==> config.mk <==
export PLATFORM = sky130hd
export DESIGN_NAME = mesh_router
export DESIGN_NICKNAME = d
export VERILOG_FILES = /design/src/router_pkg.sv /design/src/mesh_router.sv /design/src/output_crossbar.sv /design/src/switch_allocator.sv /design/src/input_port.sv /design/src/flit_fifo.sv
export SDC_FILE = /design/constraint.sdc
export NUM_CORES = 2
export LEC_CHECK = 0
export BUFFER_PORTS_ARGS = -buffer_cell sky130_fd_sc_hd__buf_2
export CORE_UTILIZATION = 40
export CTS_CLUSTER_SIZE = 14
export DETAILED_ROUTE_END_ITERATION = 10
export PLACE_DENSITY = 0.6
export SYNTH_ARGS = -nofsm -noshare
export SYNTH_HDL_FRONTEND = slang
export SYNTH_SLANG_ARGS = --single-unit
==> constraint.sdc <==
create_clock -name Clk -period 10.1 [get_ports Clk]
set_clock_uncertainty 0.05 [all_clocks]
set_input_delay 1.515 -clock Clk [delete_from_list [all_inputs] [get_ports Clk]]
set_output_delay 1.515 -clock Clk [all_outputs]
set_load 0.02 [all_outputs]
==> src/router_pkg.sv <==
// ####################################################################
// mesh router shared definitions
// flit layout, port and VC numbering, buffer sizing for a 3x3 mesh
// ####################################################################
package router_pkg;

	localparam int FLIT_W  = 12;
	localparam int COORD_W = 3;    // enough for the mesh size
	localparam int KIND_W  = 2;
	localparam int PAYLD_W = FLIT_W - 2 * COORD_W - KIND_W;

	typedef logic [COORD_W-1:0] coord_t;

	// flit type codes where idle means nothing on the link
	typedef enum logic [KIND_W-1:0] {
		FLIT_IDLE = 2'b00,
		FLIT_BODY = 2'b01,
		FLIT_HEAD = 2'b10,
		FLIT_TAIL = 2'b11
	} flit_kind_t;

	typedef struct packed {
		logic [PAYLD_W-1:0] payload;  // bits 11:8
		coord_t             dst_x;    // bits 7:5
		coord_t             dst_y;    // bits 4:2
		flit_kind_t         kind;     // bits 1:0
	} flit_t;

	localparam flit_t IDLE_FLIT = '0;

	localparam int NUM_PORTS  = 5;
	localparam int PORT_LOCAL = 0;
	localparam int PORT_NORTH = 1;
	localparam int PORT_SOUTH = 2;
	localparam int PORT_EAST  = 3;
	localparam int PORT_WEST  = 4;

	typedef logic [NUM_PORTS-1:0] port_vec_t;  // one bit per port

	localparam int NUM_VCS = 2;
	typedef logic [$clog2(NUM_VCS)-1:0] vc_t;

	// requester = port * NUM_VCS + vc
	localparam int NUM_REQS = NUM_PORTS * NUM_VCS;
	localparam int REQ_IW   = $clog2(NUM_REQS);
	typedef logic [NUM_REQS-1:0] req_vec_t;
	typedef logic [REQ_IW-1:0]   req_idx_t;

	localparam int BUFF_DEPTH = 8;
	localparam int BUFF_AW    = 3;

endpackage
==> src/mesh_router.sv <==
// ####################################################################
// five-port mesh router, two VCs
// input ports, switch allocator and output crossbar
// ####################################################################
`timescale 1ns/100ps

module mesh_router import router_pkg::*; (
	input  logic   Clk,
	input  logic   Rst,
	input  flit_t  i_flit_local,
	input  flit_t  i_flit_north,
	input  flit_t  i_flit_south,
	input  flit_t  i_flit_east,
	input  flit_t  i_flit_west,
	input  vc_t    i_vc_local,
	input  vc_t    i_vc_north,
	input  vc_t    i_vc_south,
	input  vc_t    i_vc_east,
	input  vc_t    i_vc_west,
	input  coord_t i_addr_x,
	input  coord_t i_addr_y,
	output flit_t  o_flit_local,
	output flit_t  o_flit_north,
	output flit_t  o_flit_south,
	output flit_t  o_flit_east,
	output flit_t  o_flit_west,
	output vc_t    o_vc_local,
	output vc_t    o_vc_north,
	output vc_t    o_vc_south,
	output vc_t    o_vc_east,
	output vc_t    o_vc_west
);

	flit_t [NUM_PORTS-1:0]     in_flit;
	vc_t [NUM_PORTS-1:0]       in_vc;
	flit_t [NUM_PORTS-1:0]     out_flit;
	vc_t [NUM_PORTS-1:0]       out_vc;
	flit_t [NUM_REQS-1:0]      heads;   // indexed by requester
	port_vec_t [NUM_REQS-1:0]  req;
	req_vec_t                  tail;
	req_vec_t                  grant;
	req_idx_t [NUM_PORTS-1:0]  sel;
	port_vec_t                 sel_valid;

	assign in_flit[PORT_LOCAL] = i_flit_local;
	assign in_flit[PORT_NORTH] = i_flit_north;
	assign in_flit[PORT_SOUTH] = i_flit_south;
	assign in_flit[PORT_EAST]  = i_flit_east;
	assign in_flit[PORT_WEST]  = i_flit_west;
	assign in_vc[PORT_LOCAL]   = i_vc_local;
	assign in_vc[PORT_NORTH]   = i_vc_north;
	assign in_vc[PORT_SOUTH]   = i_vc_south;
	assign in_vc[PORT_EAST]    = i_vc_east;
	assign in_vc[PORT_WEST]    = i_vc_west;

	assign o_flit_local = out_flit[PORT_LOCAL];
	assign o_flit_north = out_flit[PORT_NORTH];
	assign o_flit_south = out_flit[PORT_SOUTH];
	assign o_flit_east  = out_flit[PORT_EAST];
	assign o_flit_west  = out_flit[PORT_WEST];
	assign o_vc_local   = out_vc[PORT_LOCAL];
	assign o_vc_north   = out_vc[PORT_NORTH];
	assign o_vc_south   = out_vc[PORT_SOUTH];
	assign o_vc_east    = out_vc[PORT_EAST];
	assign o_vc_west    = out_vc[PORT_WEST];

	for (genvar p = 0; p < NUM_PORTS; p++)
	begin : g_in
		input_port u_in (
			.Clk      (Clk),
			.Rst      (Rst),
			.i_flit   (in_flit[p]),
			.i_vc     (in_vc[p]),
			.i_addr_x (i_addr_x),
			.i_addr_y (i_addr_y),
			.i_grant  (grant[p*NUM_VCS +: NUM_VCS]),
			.o_head   (heads[p*NUM_VCS +: NUM_VCS]),
			.o_req    (req[p*NUM_VCS +: NUM_VCS]),
			.o_tail   (tail[p*NUM_VCS +: NUM_VCS])
		);
	end

	switch_allocator u_alloc (
		.Clk         (Clk),
		.Rst         (Rst),
		.i_req       (req),
		.i_tail      (tail),
		.o_grant     (grant),
		.o_sel       (sel),
		.o_sel_valid (sel_valid)
	);

	output_crossbar u_xbar (
		.Clk         (Clk),
		.Rst         (Rst),
		.i_heads     (heads),
		.i_sel       (sel),
		.i_sel_valid (sel_valid),
		.o_flit      (out_flit),
		.o_vc        (out_vc)
	);

endmodule

==> src/output_crossbar.sv <==
// ####################################################################
// output crossbar
// moves the granted head flit of each output onto its link register
// ####################################################################
`timescale 1ns/100ps

module output_crossbar import router_pkg::*; (
	input  logic                       Clk,
	input  logic                       Rst,
	input  flit_t [NUM_REQS-1:0]       i_heads,
	input  req_idx_t [NUM_PORTS-1:0]   i_sel,
	input  port_vec_t                  i_sel_valid,
	output flit_t [NUM_PORTS-1:0]      o_flit,
	output vc_t [NUM_PORTS-1:0]        o_vc
);

	always_ff @(posedge Clk or negedge Rst)
	begin
		if (!Rst)
		begin
			o_flit <= '0;
			o_vc   <= '0;
		end
		else
		begin
			for (int o = 0; o < NUM_PORTS; o++)
			begin
				if (i_sel_valid[o])
				begin
					o_flit[o] <= i_heads[i_sel[o]];
					o_vc[o]   <= vc_t'(i_sel[o] % NUM_VCS);  // packet keeps its VC
				end
				else
				begin
					o_flit[o] <= IDLE_FLIT;   // nothing on the link
					o_vc[o]   <= '0;
				end
			end
		end
	end

endmodule

==> src/switch_allocator.sv <==
// ####################################################################
// switch allocator
// round-robin arbitration per output, output stays locked to one
// requester from head flit to tail flit
// ####################################################################
`timescale 1ns/100ps

module switch_allocator import router_pkg::*; (
	input  logic                       Clk,
	input  logic                       Rst,
	input  port_vec_t [NUM_REQS-1:0]   i_req,
	input  req_vec_t                   i_tail,
	output req_vec_t                   o_grant,
	output req_idx_t [NUM_PORTS-1:0]   o_sel,
	output port_vec_t                  o_sel_valid
);

	port_vec_t                lock_q;
	req_idx_t [NUM_PORTS-1:0] owner_q;  // requester holding each locked output
	req_idx_t [NUM_PORTS-1:0] ptr_q;    // round-robin start point

	always_comb
	begin
		int idx;
		idx         = 0;
		o_sel       = '0;
		o_sel_valid = '0;
		o_grant     = '0;
		for (int o = 0; o < NUM_PORTS; o++)
		begin
			if (lock_q[o])
			begin
				// only the owner may continue its packet
				if (i_req[owner_q[o]][o])
				begin
					o_sel[o]       = owner_q[o];
					o_sel_valid[o] = 1'b1;
				end
			end
			else
			begin
				// walk backwards so the requester nearest the pointer wins
				for (int k = NUM_REQS - 1; k >= 0; k--)
				begin
					idx = (int'(ptr_q[o]) + k) % NUM_REQS;
					if (i_req[idx][o])
					begin
						o_sel[o]       = req_idx_t'(idx);
						o_sel_valid[o] = 1'b1;
					end
				end
			end
			if (o_sel_valid[o])
				o_grant[o_sel[o]] = 1'b1;  // requests are one-hot, so no clash
		end
	end

	always_ff @(posedge Clk or negedge Rst)
	begin
		if (!Rst)
		begin
			lock_q  <= '0;
			owner_q <= '0;
			ptr_q   <= '0;
		end
		else
		begin
			for (int o = 0; o < NUM_PORTS; o++)
			begin
				if (o_sel_valid[o])
				begin
					lock_q[o]  <= !i_tail[o_sel[o]];   // tail frees the output
					owner_q[o] <= o_sel[o];
					if (!lock_q[o])
						ptr_q[o] <= (o_sel[o] == req_idx_t'(NUM_REQS - 1)) ?
							'0 : o_sel[o] + 1'b1;
				end
			end
		end
	end

endmodule

==> src/input_port.sv <==
// ####################################################################
// router input port
// steers flits into per-VC FIFOs, XY-routes head flits and keeps
// the route of each packet until its tail leaves
// ####################################################################
`timescale 1ns/100ps

module input_port import router_pkg::*; (
	input  logic                      Clk,
	input  logic                      Rst,
	input  flit_t                     i_flit,
	input  vc_t                       i_vc,
	input  coord_t                    i_addr_x,
	input  coord_t                    i_addr_y,
	input  logic [NUM_VCS-1:0]        i_grant,
	output flit_t [NUM_VCS-1:0]       o_head,
	output port_vec_t [NUM_VCS-1:0]   o_req,
	output logic [NUM_VCS-1:0]        o_tail
);

	logic [NUM_VCS-1:0] wr_q;        // write strobe per VC
	flit_t              data_q;
	logic [NUM_VCS-1:0] fifo_empty;
	logic [NUM_VCS-1:0] fifo_full;

	// dimension order resolves x first and then y
	function automatic port_vec_t xy_route(flit_t f, coord_t x, coord_t y);
		port_vec_t r;
		r = '0;
		if (f.dst_x > x)
			r[PORT_EAST] = 1'b1;
		else if (f.dst_x < x)
			r[PORT_WEST] = 1'b1;
		else if (f.dst_y > y)
			r[PORT_NORTH] = 1'b1;
		else if (f.dst_y < y)
			r[PORT_SOUTH] = 1'b1;
		else
			r[PORT_LOCAL] = 1'b1;   // arrived, eject here
		return r;
	endfunction

	always_ff @(posedge Clk or negedge Rst)
	begin
		if (!Rst)
			wr_q <= '0;
		else
		begin
			wr_q <= '0;
			if (i_flit.kind != FLIT_IDLE && !fifo_full[i_vc])
				wr_q[i_vc] <= 1'b1;
		end
	end

	always_ff @(posedge Clk)
	begin
		data_q <= i_flit;
	end

	for (genvar v = 0; v < NUM_VCS; v++)
	begin : g_vc
		port_vec_t route_q;     // output owned by the packet in flight
		port_vec_t cur_route;

		flit_fifo u_fifo (
			.Clk     (Clk),
			.Rst     (Rst),
			.i_wr    (wr_q[v]),
			.i_data  (data_q),
			.i_rd    (i_grant[v]),
			.o_data  (o_head[v]),
			.o_empty (fifo_empty[v]),
			.o_full  (fifo_full[v])
		);

		// a head flit routes itself, body and tail follow the held route
		assign cur_route = (o_head[v].kind == FLIT_HEAD) ?
			xy_route(o_head[v], i_addr_x, i_addr_y) : route_q;
		assign o_req[v]  = fifo_empty[v] ? '0 : cur_route;
		assign o_tail[v] = !fifo_empty[v] && (o_head[v].kind == FLIT_TAIL);

		always_ff @(posedge Clk or negedge Rst)
		begin
			if (!Rst)
				route_q <= '0;
			else if (i_grant[v])
				route_q <= o_tail[v] ? '0 : cur_route;  // tail releases the route
		end
	end

endmodule

==> src/flit_fifo.sv <==
// ####################################################################
// flit FIFO for one virtual channel
// circular buffer, head flit visible on o_data before it is read
// ####################################################################
`timescale 1ns/100ps

module flit_fifo import router_pkg::*; (
	input  logic  Clk,
	input  logic  Rst,
	input  logic  i_wr,
	input  flit_t i_data,
	input  logic  i_rd,
	output flit_t o_data,
	output logic  o_empty,
	output logic  o_full
);

	flit_t              mem [BUFF_DEPTH];
	logic [BUFF_AW-1:0] wr_ptr;
	logic [BUFF_AW-1:0] rd_ptr;
	logic [BUFF_AW:0]   count;   // one extra bit to tell full from empty
	logic               do_wr;
	logic               do_rd;

	assign o_empty = (count == '0);
	assign o_full  = (count == (BUFF_AW+1)'(BUFF_DEPTH));
	assign do_wr   = i_wr && !o_full;   // overflow flit is lost
	assign do_rd   = i_rd && !o_empty;
	assign o_data  = mem[rd_ptr];

	always_ff @(posedge Clk)
	begin
		if (do_wr)
			mem[wr_ptr] <= i_data;
	end

	always_ff @(posedge Clk or negedge Rst)
	begin
		if (!Rst)
		begin
			wr_ptr <= '0;
			rd_ptr <= '0;
			count  <= '0;
		end
		else
		begin
			if (do_wr)
				wr_ptr <= wr_ptr + 1'b1;  // wraps by itself at a power-of-two depth
			if (do_rd)
				rd_ptr <= rd_ptr + 1'b1;
			case ({do_wr, do_rd})
				2'b10:   count <= count + 1'b1;
				2'b01:   count <= count - 1'b1;
				default: count <= count;
			endcase
		end
	end

endmodule

==> results.yml <==
status:
  status: "completed"
power:
  power_density_nw_per_um2: 372
  power_mw: 32.7
  power.leakage_nw: 32.1
  irDropWorstVdd_mv: 0.198
placed_design:
  dpl_cell_area_um2: 83300
  place.gp.congestion: 1.03
  dp_hpwl_um: 209000
  placedCellCount: 9422
  io_buffers: 137
detailed_routing:
  postRouteAntennaNets: 0
  dr.pass1.iters: 6
  num_vias: 61837
  wl_um: 281000
  drc: 0
  drt-wirelength-per-cell_um: 29.0
  drt-initial-drc-count: 7125
  post_drt_via_cell_ratio: 6.39
clocking:
  root_buffer: "clkbuf_16"
  cts_setup_buffers: 0
  clk_path_buf_depth: 3
  ctsResizeCount: 0
  clk_pin_slew_worst_paths_ns: 0.06
  clock_sinks: 1290
  cts_tree: "yes"
  htree_levels: 4
  ctsHoldBuffers: 0
  cts_made_buffers: 134
  insertion_delay_ns: 0.82
sta:
  finalHoldViolations: 0
  period_share_pct: 91.0
  max_freq_mhz: 109
  worstMarginPinSlew_ns: 1.32
  slew_headroom_pct: 11.8
  setup_viol: 0
  rsz0062_at_grt: "no"
  setup_tns_ns: 0
  hold_slack_ns: 0.438
  slew_violations: 0
  post-route-min-period_ns: 9.19
yosys:
  post_synth.cell_area_avg_um2: 11.5
  postSynth.asyncResetShare_pct: 20.9
  synth_nets: 7169
  syn-instance-count: 6802
  synth_cell_type_count: 122
  synthFlopType: "edfxtp_1"
  synth_enable_flop_cells: 960
  ys_seq_area_share_pct: 47.1
  ys_warn_count: 0
  synth-seq-cells: 1290
  synth_area_um2: 78100
floorplanning:
  io_pins: 138
  rows: 161
  die_y_um: 444
  die_w_um: 444
  start_util_pct: 40.4
  core_um2: 193000
  die_area_um2: 197000
setup_path:
  rrSetupSlack_ns: 0.91
  cp_max_fo: 49
  required_ns: 10.72
  startpoint: "g_in[2].u_in.g_vc[0].u_fifo.rd_ptr[0]"
  r2r_start: "g_in[2].u_in.g_vc[0].u_fifo.rd_ptr[0]"
  critical_path_arrival_ns: 9.81
  worstReg2RegEnd: "g_in[0].u_in.g_vc[0].u_fifo.count[3]"
  start_kind: "flop"
  cp-end-kind: "flop"
  crit_type: "reg2reg"
  endpoint: "g_in[0].u_in.g_vc[0].u_fifo.count[3]"
  rr_worst_depth: 24
global_route:
  overflow: 0
  use_met1_pct: 37.9
  grtUsageMet3_pct: 4.85
  grt_pass1_vias: 58552
  grt_max_degree: 131
  grtUsageTotal_pct: 27.8
  grt_pass1_wl_um: 407000
  grt-busiest-layer: "met2"
  grt_antenna_before_repair: 11
  met2_usage_pct: 42.2
layout:
  nets: 7399
  final_common_cell: "edfxtp_1"
  final_cell_area_um2: 87900
  finalNonFillerCells: 9675
  drive_gt1_share_pct: 18.3
  syn_to_final_growth_pct: 12.6
  mostFrequentLayoutCells: "edfxtp_1, nand2_1, nor2_1, a21oi_1, mux4_2"
worst_hold_path:
  hold_class: "reg2reg"
  hold_depth: 1
job:
  maxCapViolations: 0
## stage by stage
step / setup WS, ns / util (%)
global route: 0.626 / 45.5
detailed placement: 0.989 / 43.1
CTS: 1.11 / 45.5
finish: 0.908 / 45.5
global placement: 1.07 / 43.1
floorplan: 2.56 / -
## worst max-delay path, stage by stage (launching register included)
cell and delay, ns:
dfrtp_1 0.81, buf_4 0.33, mux4_2 0.52, mux2_2 0.40, ha_1 0.34, a221oi_1 0.55
nand4_1 0.48, a21oi_1 0.93, mux4_2 0.44, a21oi_1 0.10, a21o_1 0.28, a2111oi_0 0.62
o311a_1 0.26, or3_4 0.25, buf_4 0.56, nand2b_1 0.27, o32a_4 0.26, nand4_4 0.23
ha_1 0.33, ha_1 0.30, a21o_1 0.18, a21oi_1 0.18, xnor2_1 0.14, nor2_1 0.07
xor2_1 0.14
## how the worst min path moves through the flow
stage	startpoint	endpoint	slack, ns
floorplan	g_in[2].u_in.g_vc[0].route_q[3]	g_in[2].u_in.g_vc[0].route_q[3]	0.40
global placement	g_in[0].u_in.g_vc[1].route_q[3]	g_in[0].u_in.g_vc[1].route_q[3]	0.42
detailed placement	g_in[0].u_in.g_vc[1].route_q[3]	g_in[0].u_in.g_vc[1].route_q[3]	0.42
CTS	g_in[0].u_in.g_vc[1].route_q[3]	g_in[0].u_in.g_vc[1].route_q[3]	0.44
global route	g_in[0].u_in.g_vc[1].route_q[3]	g_in[0].u_in.g_vc[1].route_q[3]	0.45
finish	g_in[0].u_in.g_vc[1].route_q[3]	g_in[0].u_in.g_vc[1].route_q[3]	0.44
## power by group
part | internal [mW] | switching [mW]
Combinational | 7.15 | 12.9
Clock | 2.99 | 2.18
Sequential | 6.56 | 0.912
## synth_stat cells (42+ instances only)
cell type  number  area share, %
or2_2          43           0.34
nand2_1       512            2.5
nor2_1        397            1.9
a31oi_1        62           0.50
inv_1         190           0.91
ha_1          284            4.6
nor4_1         52           0.42
xor2_1         47           0.53
and3_1         46           0.37
and2_1         60           0.48
mux2i_1       267            3.4
o21ai_0       283            1.8
a211oi_1      119            1.1
clkbuf_1      222            1.1
or3_1          42           0.34
mux4_2        322            9.3
nand4_1        42           0.34
nor3_1        238            1.5
nand3_1       194            1.2
dfrtp_1       270            8.7
buf_2          45           0.29
mux2_2        101            1.5
o21a_1         48           0.46
edfxtp_1      960             37
a21oi_1       360            2.3
xnor2_1       124            1.4
dfxtp_1        60            1.5
nand2b_1      117           0.94
buf_1          77           0.37
nor2b_1        76           0.61
a21o_1         72           0.69
o22ai_1        55           0.44
o211ai_1      129            1.2
## sequential cells by signal, summed over array words and instances (netlist names)
name                          count
u_alloc.lock_q                    5
g_in.u_in.g_vc.route_q           50
g_in.u_in.data_q                 60
u_alloc.ptr_q                    20
g_in.u_in.g_vc.u_fifo.mem       960
g_in.u_in.g_vc.u_fifo.wr_ptr     30
u_xbar.o_flit                    60
u_alloc.owner_q                  20
g_in.u_in.g_vc.u_fifo.count      40
g_in.u_in.g_vc.u_fifo.rd_ptr     30
g_in.u_in.wr_q                   10
u_xbar.o_vc                       5
## logic make-up (layout without fill, tap and decap cells)
family	Yosys count	after routing	synth area share, %
simple gates	1986	1986	12.8
fa+ha+maj	306	306	4.96
compound gates	1763	1763	15.8
other cells	0	5	0
xor+xnor	172	172	1.95
flops	1290	1290	47.1
buf+inv	575	917	2.91
mux	710	710	14.5
## per-layer routing
| metal | part of all wire (%) | up-vias |
|---|---|---|
| li1 | - | 27212 |
| met4 | 6.1 | 2 |
| met5 | 0.0029 | - |
| met3 | 7.9 | 666 |
| met2 | 44 | 2948 |
| met1 | 42 | 31009 |
## area by class of cell
class	instances	area (um^2)
Inverter	220	827
Tap cell	2526	3160
Clock inverter	65	805
Clock buffer	183	3800
Antenna cell	5	12.5
Sequential cell	1290	36800
Fill cell	17412	105000
Multi-Input combinational cell	4937	39400
Timing Repair Buffer	449	3060
(Power assumes the default switching activity.)
